[src/include/rx_align_settings.svh]
`ifndef RX_ALIGN_SETTINGS_SVH
`define RX_ALIGN_SETTINGS_SVH

// ----------------------------------------------------------------------
// Link framing

`define RX_COMMA_CHAR		8'hbc	// K28.5.
`define RX_LOCK_COUNT		4		// Lane-0 commas in a row before link up.
`define RX_CNT_WIDTH		16		// Event counters, wrapping.

// ----------------------------------------------------------------------
// Status register map, byte addresses

`define RX_AXI_ADDR_WIDTH	4
`define RX_REG_STATUS		4'h0	// Bit 0 link up, bit 1 comma lane.
`define RX_REG_COMMAS		4'h4	// Lane-0 comma count.
`define RX_REG_REALIGNS		4'h8	// Lane change count.
`define RX_REG_CONTROL		4'hc	// Bit 0 clears both counters.

// Write a 1 to CONTROL bit 0 for a clear; reads back as 0.

`endif
[src/verilog/rx_align_pkg.sv]
`default_nettype none

package rx_align_pkg;

	// ----------------------------------------------------------------------
	// One 32-bit symbol word from the transceiver

	// The aligner splices 16-bit halves while the monitor looks at
	// single byte lanes, so the same word is decoded both ways.
	typedef union packed {
		logic [1:0][15:0]	halves;	// Transceiver internal width.
		logic [3:0][7:0]	bytes;	// Byte lanes 0 to 3.
	} symbol_word_u;

	// ----------------------------------------------------------------------
	// AXI4-Lite response codes

	typedef enum logic [1:0] {
		OKAY	= 2'b00,	// Normal access.
		SLVERR	= 2'b10		// Unmapped address.
	} axi_resp_e;

endpackage

`default_nettype wire

[src/verilog/rx_align_top.sv]
`default_nettype none
`timescale 1ns/100ps
`include "rx_align_settings.svh"

module rx_align_top import rx_align_pkg::*; (
	input wire			clk,
	input wire			arst_n,

	input wire [3:0]	kchar_in,
	input symbol_word_u	data_in,
	output logic [3:0]	kchar_out,
	output symbol_word_u	data_out,
	output logic		link_up,

	input wire			s_axil_awvalid,
	output logic		s_axil_awready,
	input wire [`RX_AXI_ADDR_WIDTH-1:0]	s_axil_awaddr,
	input wire			s_axil_wvalid,
	output logic		s_axil_wready,
	input wire [31:0]	s_axil_wdata,
	input wire [3:0]	s_axil_wstrb,
	output logic		s_axil_bvalid,
	input wire			s_axil_bready,
	output logic [1:0]	s_axil_bresp,
	input wire			s_axil_arvalid,
	output logic		s_axil_arready,
	input wire [`RX_AXI_ADDR_WIDTH-1:0]	s_axil_araddr,
	output logic		s_axil_rvalid,
	input wire			s_axil_rready,
	output logic [31:0]	s_axil_rdata,
	output logic [1:0]	s_axil_rresp
);

	// ----------------------------------------------------------------------
	// Internal links

	logic	comma_lane;		// Aligner lane choice.
	logic	clear_counts;	// Software counter clear.
	logic [`RX_CNT_WIDTH-1:0]	comma_count;
	logic [`RX_CNT_WIDTH-1:0]	realign_count;

	block_aligner u_block_aligner (
		.clk		(clk),
		.arst_n		(arst_n),
		.kchar_in	(kchar_in),
		.data_in	(data_in),
		.kchar_out	(kchar_out),
		.data_out	(data_out),
		.comma_lane	(comma_lane)
	);

	// Watches the aligned stream, not the raw one.
	link_sync_monitor u_link_sync_monitor (
		.clk			(clk),
		.arst_n			(arst_n),
		.kchar			(kchar_out),
		.data			(data_out),
		.comma_lane		(comma_lane),
		.clear_counts	(clear_counts),
		.link_up		(link_up),
		.comma_count	(comma_count),
		.realign_count	(realign_count)
	);

	axil_status_regs u_axil_status_regs (
		.clk			(clk),
		.arst_n			(arst_n),
		.awvalid		(s_axil_awvalid),
		.awready		(s_axil_awready),
		.awaddr			(s_axil_awaddr),
		.wvalid			(s_axil_wvalid),
		.wready			(s_axil_wready),
		.wdata			(s_axil_wdata),
		.wstrb			(s_axil_wstrb),
		.bvalid			(s_axil_bvalid),
		.bready			(s_axil_bready),
		.bresp			(s_axil_bresp),
		.arvalid		(s_axil_arvalid),
		.arready		(s_axil_arready),
		.araddr			(s_axil_araddr),
		.rvalid			(s_axil_rvalid),
		.rready			(s_axil_rready),
		.rdata			(s_axil_rdata),
		.rresp			(s_axil_rresp),
		.link_up		(link_up),
		.comma_lane		(comma_lane),
		.comma_count	(comma_count),
		.realign_count	(realign_count),
		.clear_counts	(clear_counts)
	);

endmodule

`default_nettype wire

[src/verilog/axil_status_regs.sv]
`default_nettype none
`timescale 1ns/100ps
`include "rx_align_settings.svh"

module axil_status_regs import rx_align_pkg::*; (
	input wire			clk,
	input wire			arst_n,

	input wire			awvalid,
	output logic		awready,
	input wire [`RX_AXI_ADDR_WIDTH-1:0]	awaddr,
	input wire			wvalid,
	output logic		wready,
	input wire [31:0]	wdata,
	input wire [3:0]	wstrb,
	output logic		bvalid,
	input wire			bready,
	output logic [1:0]	bresp,

	input wire			arvalid,
	output logic		arready,
	input wire [`RX_AXI_ADDR_WIDTH-1:0]	araddr,
	output logic		rvalid,
	input wire			rready,
	output logic [31:0]	rdata,
	output logic [1:0]	rresp,

	input wire			link_up,
	input wire			comma_lane,
	input wire [`RX_CNT_WIDTH-1:0]	comma_count,
	input wire [`RX_CNT_WIDTH-1:0]	realign_count,
	output logic		clear_counts
);

	// ----------------------------------------------------------------------
	// Write channel

	logic	wr_fire;	// AW and W accepted this cycle.
	logic	wr_mapped;	// Address hits a register.

	assign wr_fire = awvalid && awready && wvalid && wready;

	always_comb begin
		case (awaddr)
			`RX_REG_STATUS, `RX_REG_COMMAS,
			`RX_REG_REALIGNS, `RX_REG_CONTROL:	wr_mapped = 1'b1;
			default:							wr_mapped = 1'b0;
		endcase
	end

	always_ff @(posedge clk or negedge arst_n) begin
		if (!arst_n) begin
			awready			<= 1'b0;
			wready			<= 1'b0;
			bvalid			<= 1'b0;
			bresp			<= OKAY;
			clear_counts	<= 1'b0;
		end else begin
			awready			<= 1'b0;	// Ready is a one-cycle pulse.
			wready			<= 1'b0;
			clear_counts	<= 1'b0;
			if (awvalid && wvalid && !bvalid && !awready) begin
				awready	<= 1'b1;
				wready	<= 1'b1;
			end
			if (wr_fire) begin
				bvalid	<= 1'b1;
				bresp	<= wr_mapped ? OKAY : SLVERR;
				clear_counts	<= (awaddr == `RX_REG_CONTROL) && wdata[0] && wstrb[0];
			end else if (bready)
				bvalid	<= 1'b0;	// Held until taken.
		end
	end

	// ----------------------------------------------------------------------
	// Read channel

	logic [31:0]	rd_mux;	// Register selected by araddr.
	logic			rd_err;	// Unmapped read.

	always_comb begin
		rd_mux	= '0;
		rd_err	= 1'b0;
		case (araddr)
			`RX_REG_STATUS:		rd_mux = {30'b0, comma_lane, link_up};
			`RX_REG_COMMAS:		rd_mux = {{(32-`RX_CNT_WIDTH){1'b0}}, comma_count};
			`RX_REG_REALIGNS:	rd_mux = {{(32-`RX_CNT_WIDTH){1'b0}}, realign_count};
			`RX_REG_CONTROL:	rd_mux = '0;	// Write-only bits.
			default:			rd_err = 1'b1;
		endcase
	end

	always_ff @(posedge clk or negedge arst_n) begin
		if (!arst_n) begin
			arready	<= 1'b0;
			rvalid	<= 1'b0;
			rresp	<= OKAY;
		end else begin
			arready	<= arvalid && !rvalid && !arready;
			if (arvalid && arready) begin
				rvalid	<= 1'b1;
				rresp	<= rd_err ? SLVERR : OKAY;
			end else if (rready)
				rvalid	<= 1'b0;
		end
	end

	// Payload, captured at the AR handshake.
	always_ff @(posedge clk) begin
		if (arvalid && arready)
			rdata	<= rd_mux;
	end

endmodule

`default_nettype wire

[src/verilog/link_sync_monitor.sv]
`default_nettype none
`timescale 1ns/100ps
`include "rx_align_settings.svh"

module link_sync_monitor import rx_align_pkg::*; (
	input wire			clk,
	input wire			arst_n,

	input wire [3:0]	kchar,
	input symbol_word_u	data,
	input wire			comma_lane,
	input wire			clear_counts,

	output logic		link_up,
	output logic [`RX_CNT_WIDTH-1:0]	comma_count,
	output logic [`RX_CNT_WIDTH-1:0]	realign_count
);

	// ----------------------------------------------------------------------
	// Comma position in the aligned word

	logic	comma_lane0;	// Comma where it belongs.
	logic	comma_lane2;	// Comma half a word off, sync lost.

	assign comma_lane0 = kchar[0] && (data.bytes[0] == `RX_COMMA_CHAR);
	assign comma_lane2 = kchar[2] && (data.bytes[2] == `RX_COMMA_CHAR);

	// ----------------------------------------------------------------------
	// Lock tracking

	logic [$clog2(`RX_LOCK_COUNT+1)-1:0]	run_cnt;	// Saturating lane-0 run.

	always_ff @(posedge clk or negedge arst_n) begin
		if (!arst_n) begin
			run_cnt	<= '0;
			link_up	<= 1'b0;
		end else if (comma_lane2) begin
			run_cnt	<= '0;		// Misplaced comma drops lock.
			link_up	<= 1'b0;
		end else if (comma_lane0) begin
			if (int'(run_cnt) < `RX_LOCK_COUNT)
				run_cnt	<= run_cnt + 1'b1;
			if (int'(run_cnt) >= `RX_LOCK_COUNT - 1)
				link_up	<= 1'b1;	// Run reaches the lock count here.
		end
	end

	// ----------------------------------------------------------------------
	// Event counters

	logic	lane_prev;	// Lane choice one clock ago.

	always_ff @(posedge clk or negedge arst_n) begin
		if (!arst_n)
			lane_prev	<= 1'b0;
		else
			lane_prev	<= comma_lane;
	end

	always_ff @(posedge clk or negedge arst_n) begin
		if (!arst_n) begin
			comma_count		<= '0;
			realign_count	<= '0;
		end else if (clear_counts) begin
			comma_count		<= '0;	// Clear beats a same-cycle event.
			realign_count	<= '0;
		end else begin
			if (comma_lane0)
				comma_count		<= comma_count + 1'b1;	// Wraps.
			if (comma_lane != lane_prev)
				realign_count	<= realign_count + 1'b1;
		end
	end

endmodule

`default_nettype wire

[src/verilog/block_aligner.sv]
`default_nettype none
`timescale 1ns/100ps
`include "rx_align_settings.svh"

module block_aligner import rx_align_pkg::*; (
	input wire			clk,
	input wire			arst_n,

	input wire [3:0]	kchar_in,
	input symbol_word_u	data_in,

	output logic [3:0]	kchar_out,
	output symbol_word_u	data_out,
	output logic		comma_lane
);

	// ----------------------------------------------------------------------
	// Half-word delay

	logic [1:0]		kchar_hi_ff;	// Upper k flags of last word.
	logic [15:0]	data_hi_ff;		// Upper half of last word.

	always_ff @(posedge clk or negedge arst_n) begin
		if (!arst_n) begin
			kchar_hi_ff	<= '0;
			data_hi_ff	<= '0;
		end else begin
			kchar_hi_ff	<= kchar_in[3:2];	// Only the upper half is spliced.
			data_hi_ff	<= data_in.halves[1];
		end
	end

	// ----------------------------------------------------------------------
	// Comma lane detection

	logic	comma_lo;	// K28.5 at byte 0.
	logic	comma_hi;	// K28.5 at byte 2.

	assign comma_lo = kchar_in[0] && (data_in.halves[0][7:0] == `RX_COMMA_CHAR);
	assign comma_hi = kchar_in[2] && (data_in.halves[1][7:0] == `RX_COMMA_CHAR);

	always_ff @(posedge clk or negedge arst_n) begin
		if (!arst_n)
			comma_lane	<= 1'b0;
		else if (comma_hi)
			comma_lane	<= 1'b1;	// Upper half wins a tie.
		else if (comma_lo)
			comma_lane	<= 1'b0;
	end

	// ----------------------------------------------------------------------
	// Output mux

	always_comb begin
		if (!comma_lane) begin
			kchar_out	= kchar_in;		// Already in lane 0.
			data_out	= data_in;
		end else begin
			kchar_out			= {kchar_in[1:0], kchar_hi_ff};	// Half-word shift.
			data_out.halves[1]	= data_in.halves[0];
			data_out.halves[0]	= data_hi_ff;
		end
	end

endmodule

`default_nettype wire

[config.mk]
export PLATFORM = sky130hd
export DESIGN_NAME = rx_align_top
export DESIGN_NICKNAME = d
export VERILOG_FILES = /design/src/verilog/rx_align_pkg.sv /design/src/verilog/rx_align_top.sv /design/src/verilog/axil_status_regs.sv /design/src/verilog/link_sync_monitor.sv /design/src/verilog/block_aligner.sv
export VERILOG_INCLUDE_DIRS = /design/src /design/src/include
export SDC_FILE = /design/constraint.sdc
export NUM_CORES = 1
export LEC_CHECK = 0
export BUFFER_PORTS_ARGS = -buffer_cell sky130_fd_sc_hd__buf_4
export CAP_MARGIN = 20
export CELL_PAD_IN_SITES_DETAIL_PLACEMENT = 0
export CELL_PAD_IN_SITES_GLOBAL_PLACEMENT = 1
export CORE_MARGIN = 2
export CORE_UTILIZATION = 37
export CTS_CLUSTER_SIZE = 24
export DETAILED_ROUTE_END_ITERATION = 16
export PLACE_DENSITY_LB_ADDON = 0.1
export SLEW_MARGIN = 25
export SYNTH_ARGS = -nofsm -noshare
export SYNTH_HDL_FRONTEND = slang
export SYNTH_HIERARCHICAL = 1
export SYNTH_SLANG_ARGS = --single-unit
[constraint.sdc]
create_clock -name clk -period 3.9 [get_ports clk]
set_input_delay 0.195 -clock clk [delete_from_list [all_inputs] [get_ports clk]]
set_output_delay 0.195 -clock clk [all_outputs]
set_load 0.1 [all_outputs]
# Word level (Yosys, flattened, before mapping)
# Cells that the tools add are included.
dict set report word_totals {
  register_bits 97
  latchBits 0
  ramBits 0
  romBits 0
  in_bits 87
  out_inout_bits 78
  wordCells 89
  memories 0
}
dict set report op_classes {
  n_addsub 3
  n_mul 0
  div_mod_pow 0
  magnitude_cmp 2
  n_eq_ne 11
  n_shift 0
  mux 24
  bitwise 0
  reduce_logical 33
}
# op count
set op_table {}
lappend op_table {{$mux W16} 4}
lappend op_table {{$pmux W16 S3} 1}
lappend op_table {{$add A16 B1 Y16 const B} 2}
lappend op_table {{$eq A8 B8 Y1 const B} 4}
lappend op_table {{$mux W32} 1}
lappend op_table {{$eq A4 B4 Y1 const B} 4}
lappend op_table {{$reduce_bool A2 Y1} 8}
lappend op_table {{$logic_and A1 B1 Y1} 15}
lappend op_table {{$mux W1} 12}
lappend op_table {{$mux W3} 3}
lappend op_table {{$eq A4 B3 Y1 const B} 2}
lappend op_table {{$logic_not A4 Y1} 2}
lappend op_table {{$reduce_or A4 Y1} 2}
lappend op_table {{$logic_not A1 Y1} 4}
lappend op_table {{$mux W2} 2}
lappend op_table {{$mux W4} 1}
lappend op_table {{$reduce_and A2 Y1} 2}
lappend op_table {{$add A3 B1 Y3 const B} 1}
lappend op_table {{$ge A3 B2 Y1 const B} 1}
lappend op_table {{$lt A3 B3 Y1 const B} 1}
lappend op_table {{$ne A1 B1 Y1} 1}

# Logic depth before layout (Yosys ltp)
dict set report depth {
  ltp_word 5
  ltp_mapped 9
  depth_no_buf 5
}

# Cells and area by module
# Netlist, hierarchy kept.
# mod n_inst cells_per_inst area_each_um2 seq_area_each_um2
set by_module_without_submodules {}
lappend by_module_without_submodules {link_sync_monitor 1 197 1918.1 925.9}
lappend by_module_without_submodules {axil_status_regs 1 87 1152.4 655.6}
lappend by_module_without_submodules {block_aligner 1 68 1094.8 475.5}

# Worst setup path before layout
# No wires, ideal clock.
dict set report synth_timing {
  path_kind {register to register}
  start {register u_block_aligner.comma_lane}
  end {register u_link_sync_monitor.comma_count[13]}
  setup_time_ns 0.078
  t_arrival_ns 2.943
  t_required_ns 3.822
  slack_ns 0.879
  path_stages_with_launch 10
  n_path_buf 4
  synth_period_minus_slack_ns 3.021
  cell_sequence {dfrtp_1 buf_6 buf_6 mux2_4 or3b_1 buf_2 or4_4 buf_6 or4_1 a21oi_1}
}
# item line_no
set synth_lines {}
lappend synth_lines {{start: declaration} block_aligner.sv:14} ;# output logic comma_lane
lappend synth_lines {{start signal: assignment} block_aligner.sv:44} ;# comma_lane <= 1'b0;
lappend synth_lines {{start signal: assignment} block_aligner.sv:46} ;# comma_lane <= 1'b1;
lappend synth_lines {{start signal: assignment} block_aligner.sv:48} ;# comma_lane <= 1'b0;
lappend synth_lines {{end signal: assignment} link_sync_monitor.sv:69} ;# comma_count <= comma_count + 1'b1;
lappend synth_lines {{end: declaration} link_sync_monitor.sv:15} ;# output logic [`RX_CNT_WIDTH-1:0] comma_count,

# Worst setup path in the final report
dict set report layout_timing {
  start {register u_block_aligner.comma_lane}
  end {register u_link_sync_monitor.comma_count[9]}
}
dict set report layout_between {
  elab_chain_cells 4
  elab_cells_between_ends 5
  cone_classes {1 x eq/ne; 2 x mux; 2 x reduce/logical}
}
# item line_no
set layout_lines {}
lappend layout_lines {{$mux W32} block_aligner.sv:55} ;# if (!comma_lane) begin
lappend layout_lines {{$eq A8 B8 Y1 (no line)} --}
lappend layout_lines {{$logic_and A1 B1 Y1 (*)} link_sync_monitor.sv:25} ;# assign comma_lane0 = kchar[0] && (data.bytes[0] == `RX_COMMA_CHAR);
lappend layout_lines {{$reduce_bool A2 Y1 (no line) (*)} --}
# Every way passes the cells marked *; elsewhere a longest branch is shown, timed or not.
# A chain may end at the register's enable or synchronous reset.

==> summary.md <==
Worst hold path
* count of cells along the worst hold path: 2
* Hold Path Class: input port to flip-flop
* endpoint with the worst hold slack: u_axil_status_regs/bvalid
* Min-Delay Startpoint: s_axil_bready

Detailed routing
* total via count after detailed routing: 3177
* WL/cell: 15.6 µm
* Pre-antenna DRT Iters: 4
* Final Routed Wirelength: 9.78 mm
* Via-to-Cell Ratio: 5.05
* antenna viol nets, final: 0
* number of remaining DRC errors: 0
* first-iteration detailed-routing DRC count: 86

Cells and area
* Nets: 575
* number of antenna diodes: 0
* Area growth, synth to finish: 34.3%
* fraction of layout instances using a drive strength above 1: 38.7%
* Util after Layout: 51.2%

Pwr
* share of power burned in registers: 34.7%
* relative contribution of combinational cells to total power: 27.6%
* switching power: 0.000928 W
* cell internal pwr: 0.00178 W
* switching portion of total power: 34.3%
* post-layout total power: 0.00271 W
* highest ir drop seen on vdd: 0.000196 V
* LEAKAGE: 2.53 nW
* cell area power density: 484 nW/µm²
* Clk network pwr share: 37.7%

Global route
* first-pass GRT wire length: 15.9 mm
* gr ovfl total: 0
* via count of the first global-routing pass: 3216
* Global Route Usage Sum: 17.1%
* initial antenna violation count: 0
* largest net degree at the start of global routing: 64

Setup path
* data arrival time of the worst path: 3.19 ns
* path depth of the worst reg2reg path: 6
* reg-to-reg critical path endpoint: u_link_sync_monitor/comma_count[9]
* worst setup slack for register-to-register paths: 0.96 ns
* capturing element type of the critical path: flip-flop
* Startpoint Class: flip-flop
* maximum fanout encountered on the critical timing path: 18
* data required time at the worst endpoint: 4.16 ns
* Setup Crit Path Kind: flip-flop to flip-flop
* Reg-to-Reg Start: u_block_aligner/comma_lane

Logic synthesis
* number of standard cells after synthesis: 352
* count of flip-flops with a built-in enable after synthesis: 16
* prevailing post-synth register cell: sky130_fd_sc_hd__dfrtp_1
* synthesized area: 4170 µm²
* Synth Warn #: 6
* part of the Yosys area used for sequential elements: 49.4%
* post-synthesis area per instance: 11.8 µm²
* Netlist cell types: 44
* proportion of synthesized flip-flops having asynchronous set or reset: 79.7%
* flop and latch count out of synthesis: 79

Clock network
* clock-pin transition on the worst setup and hold timing paths: 0.06 ns
* TritonCTS clock tree: built
* master cell of the clock root buffer: sky130_fd_sc_hd__clkbuf_16
* total clock sinks: 79
* post_cts resized: 0
* total of hold buffers inserted after clock tree synthesis: 19
* CTS H-tree depth: 3
* CTS buffer count: 9
* maximum number of buffers from clock root to sink: 2
* Post-CTS Setup Bufs: 0
* clock network latency to the later pin of the worst-skew pair: 0.33 ns

STA
* number of max-slew violations in the final report: 0
* final hold vios: 0
* Total Negative Setup Slacks: 0 ns
* Fmax: 340 MHz
* RSZ-0062 raised after global routing: false
* Setup Skew: 0.00743 ns
* number of failing setup endpoints in the final timing report: 0
* share of the clock period used by the worst path: 75.3%
* min cycle time layout: 2.94 ns
* headroom to the max-slew limit: 44.8%
* slew at the pin closest to its max-slew limit: 0.817 ns

Floorplan
* initial core utilization: 38.1%
* core footprint: 10900 µm²
* Ports: 165
* floorplan die height: 110 µm
* Cell Rows: 38
* area of the die: 12100 µm²
* overall die width: 110 µm

Placed design
* count of buffers inserted at the top-level ports: 112
* post-DP HPWL: 6.80 mm
* final weighted congestion in routability-driven placement: 0.749

Run status
* status: complete, no violations

Run
* number of max-capacitance violations reported: 0

routing by layer:
metal / vias to the layer above / global-route usage, % / wire length (µm)
met5: - / 0 / 0
met2: 113 / 27.9 / 4650
met1: 1528 / 21.4 / 4290
li1: 1526 / - / -
met3: 10 / 4.94 / 691
met4: 0 / 6.96 / 150
registers in the layout (all words and copies together) (netlist names):
| signal | count |
|---|---|
| u_axil_status_regs/rdata | 16 |
| u_block_aligner/data_hi_ff | 16 |
| u_link_sync_monitor/comma_count | 16 |
| u_link_sync_monitor/realign_count | 16 |
| u_link_sync_monitor/run_cnt | 3 |
| u_block_aligner/kchar_hi_ff | 2 |
| u_axil_status_regs/arready | 1 |
| u_axil_status_regs/bresp | 1 |
| u_axil_status_regs/bvalid | 1 |
| u_axil_status_regs/clear_counts | 1 |
| u_axil_status_regs/rresp | 1 |
| u_axil_status_regs/rvalid | 1 |
| u_axil_status_regs/wready | 1 |
| u_block_aligner/comma_lane | 1 |
| u_link_sync_monitor/lane_prev | 1 |
| u_link_sync_monitor/link_up | 1 |
worst max-delay path: stages (launching register included):
cell and delay (ns):
sky130_fd_sc_hd__dfrtp_2 0.59, sky130_fd_sc_hd__buf_4 0.39, sky130_fd_sc_hd__mux2_4 0.22, sky130_fd_sc_hd__nand4b_1 0.31, sky130_fd_sc_hd__or4_4 0.70, sky130_fd_sc_hd__or4_1 0.50
sky130_fd_sc_hd__a21oi_1 0.15
stage by stage:
step / worst slack, ns / std cells / instance area [µm²] / hold WS (ns)
after floorplan: 0.879 / 369 / 4230 / -0.101
after global placement: 1.01 / 594 / 5040 / 0.312
after detailed placement: 0.954 / 594 / 5040 / 0.314
after CTS: 0.938 / 629 / 5590 / 0.0373
after global routing: 0.760 / 629 / 5590 / 0.0547
final: 0.962 / 629 / 5590 / 0.0483
Yosys cell counts (5+ instances only):
cell type                   n  area share [%]
sky130_fd_sc_hd__o21ai_0   11             1.3
sky130_fd_sc_hd__or4_1      6             1.1
sky130_fd_sc_hd__a22o_2    14             3.4
sky130_fd_sc_hd__clkbuf_1   5            0.45
sky130_fd_sc_hd__nand3_1   12             1.4
sky130_fd_sc_hd__nand2_1   16             1.4
sky130_fd_sc_hd__xnor2_1   10             2.1
sky130_fd_sc_hd__nor4_1     6            0.90
sky130_fd_sc_hd__buf_6      6             1.6
sky130_fd_sc_hd__inv_1      7            0.63
sky130_fd_sc_hd__nand4_1   14             2.1
sky130_fd_sc_hd__nor2_1    27             2.4
sky130_fd_sc_hd__or3_1      6            0.90
sky130_fd_sc_hd__edfxtp_1  16              12
sky130_fd_sc_hd__dfrtp_1   63              38
sky130_fd_sc_hd__xor2_1     8             1.7
sky130_fd_sc_hd__nor3_1     5            0.60
sky130_fd_sc_hd__a21oi_1   16             1.9
sky130_fd_sc_hd__mux2_4    29              10
sky130_fd_sc_hd__buf_4     20             3.6
sky130_fd_sc_hd__and2_1     6            0.90
sky130_fd_sc_hd__mux2_2     9             2.4
cell families after synthesis:
group,Yosys count,synth area share (%)
other,1,0.0900
buffers and inverters,39,6.43
adder cells (fa/ha/maj),4,1.20
flip-flops,79,49.4
multiplexers,42,13.8
AO/OA/AOI/OAI,50,8.53
XOR/XNOR,18,3.78
AND/OR/NAND/NOR,119,16.7
how the worst max path moves through the flow:
stage / cells past startpoint / to / start
detailed placement: 6 / u_link_sync_monitor/comma_count[11] / u_block_aligner/comma_lane
finish: 6 / u_link_sync_monitor/comma_count[9] / u_block_aligner/comma_lane
global placement: 6 / u_link_sync_monitor/comma_count[9] / u_block_aligner/comma_lane
floorplan: 9 / u_link_sync_monitor/comma_count[13] / u_block_aligner/comma_lane
CTS: 6 / u_link_sync_monitor/comma_count[11] / u_block_aligner/comma_lane
global route: 6 / u_link_sync_monitor/comma_count[11] / u_block_aligner/comma_lane
area by class of cell:
class | instances | area [µm²]
Clock buffer | 10 | 229
Clock inverter | 6 | 133
Fill cell | 994 | 5340
Sequential cell | 79 | 2060
Tap cell | 140 | 175
Inverter | 7 | 26.3
Multi-Input combinational cell | 251 | 1900
Timing Repair Buffer | 136 | 1070
cell usage in the layout (no fill, tap or decap), types with 2 or more instances in the layout:
cell type	synthesis	final
sky130_fd_sc_hd__a21oi_1	16	16
sky130_fd_sc_hd__nand3_1	12	12
sky130_fd_sc_hd__nor2b_1	2	2
sky130_fd_sc_hd__bufinv_16	0	4
sky130_fd_sc_hd__mux2_2	9	9
sky130_fd_sc_hd__nor2_1	27	27
sky130_fd_sc_hd__edfxtp_1	16	16
sky130_fd_sc_hd__dlygate4sd3_1	0	19
sky130_fd_sc_hd__xnor2_1	10	10
sky130_fd_sc_hd__and3_1	2	2
sky130_fd_sc_hd__or3_1	6	6
sky130_fd_sc_hd__xor2_1	8	8
sky130_fd_sc_hd__or4_1	6	6
sky130_fd_sc_hd__nor4b_1	2	2
sky130_fd_sc_hd__nor3b_1	2	2
sky130_fd_sc_hd__dfrtp_1	63	62
sky130_fd_sc_hd__clkbuf_16	0	9
sky130_fd_sc_hd__nand4_1	14	14
sky130_fd_sc_hd__buf_4	20	117
sky130_fd_sc_hd__o31ai_1	4	4
sky130_fd_sc_hd__nor3_1	5	5
sky130_fd_sc_hd__and4_1	4	4
sky130_fd_sc_hd__inv_1	7	7
sky130_fd_sc_hd__and2_1	6	6
sky130_fd_sc_hd__a22o_2	14	14
sky130_fd_sc_hd__o21ai_0	11	11
sky130_fd_sc_hd__nor4_1	6	6
sky130_fd_sc_hd__conb_1	1	18
sky130_fd_sc_hd__mux2_4	29	29
sky130_fd_sc_hd__mux2i_1	4	4
sky130_fd_sc_hd__nand2_1	16	16
sky130_fd_sc_hd__nor4b_4	2	2
sky130_fd_sc_hd__nand3b_1	2	2
sky130_fd_sc_hd__ha_1	4	4
power groups by stage:
stage                     sequential, W  combinational, W  clock, W
after floorplan                 0.00105          0.000520         0
after global placement         0.000955          0.000730         0
after detailed placement       0.000955          0.000732         0
after CTS                      0.000940          0.000750   0.00104
after global routing           0.000948          0.000780   0.00108
final                          0.000940          0.000746   0.00102
(Power assumes the default switching activity.)
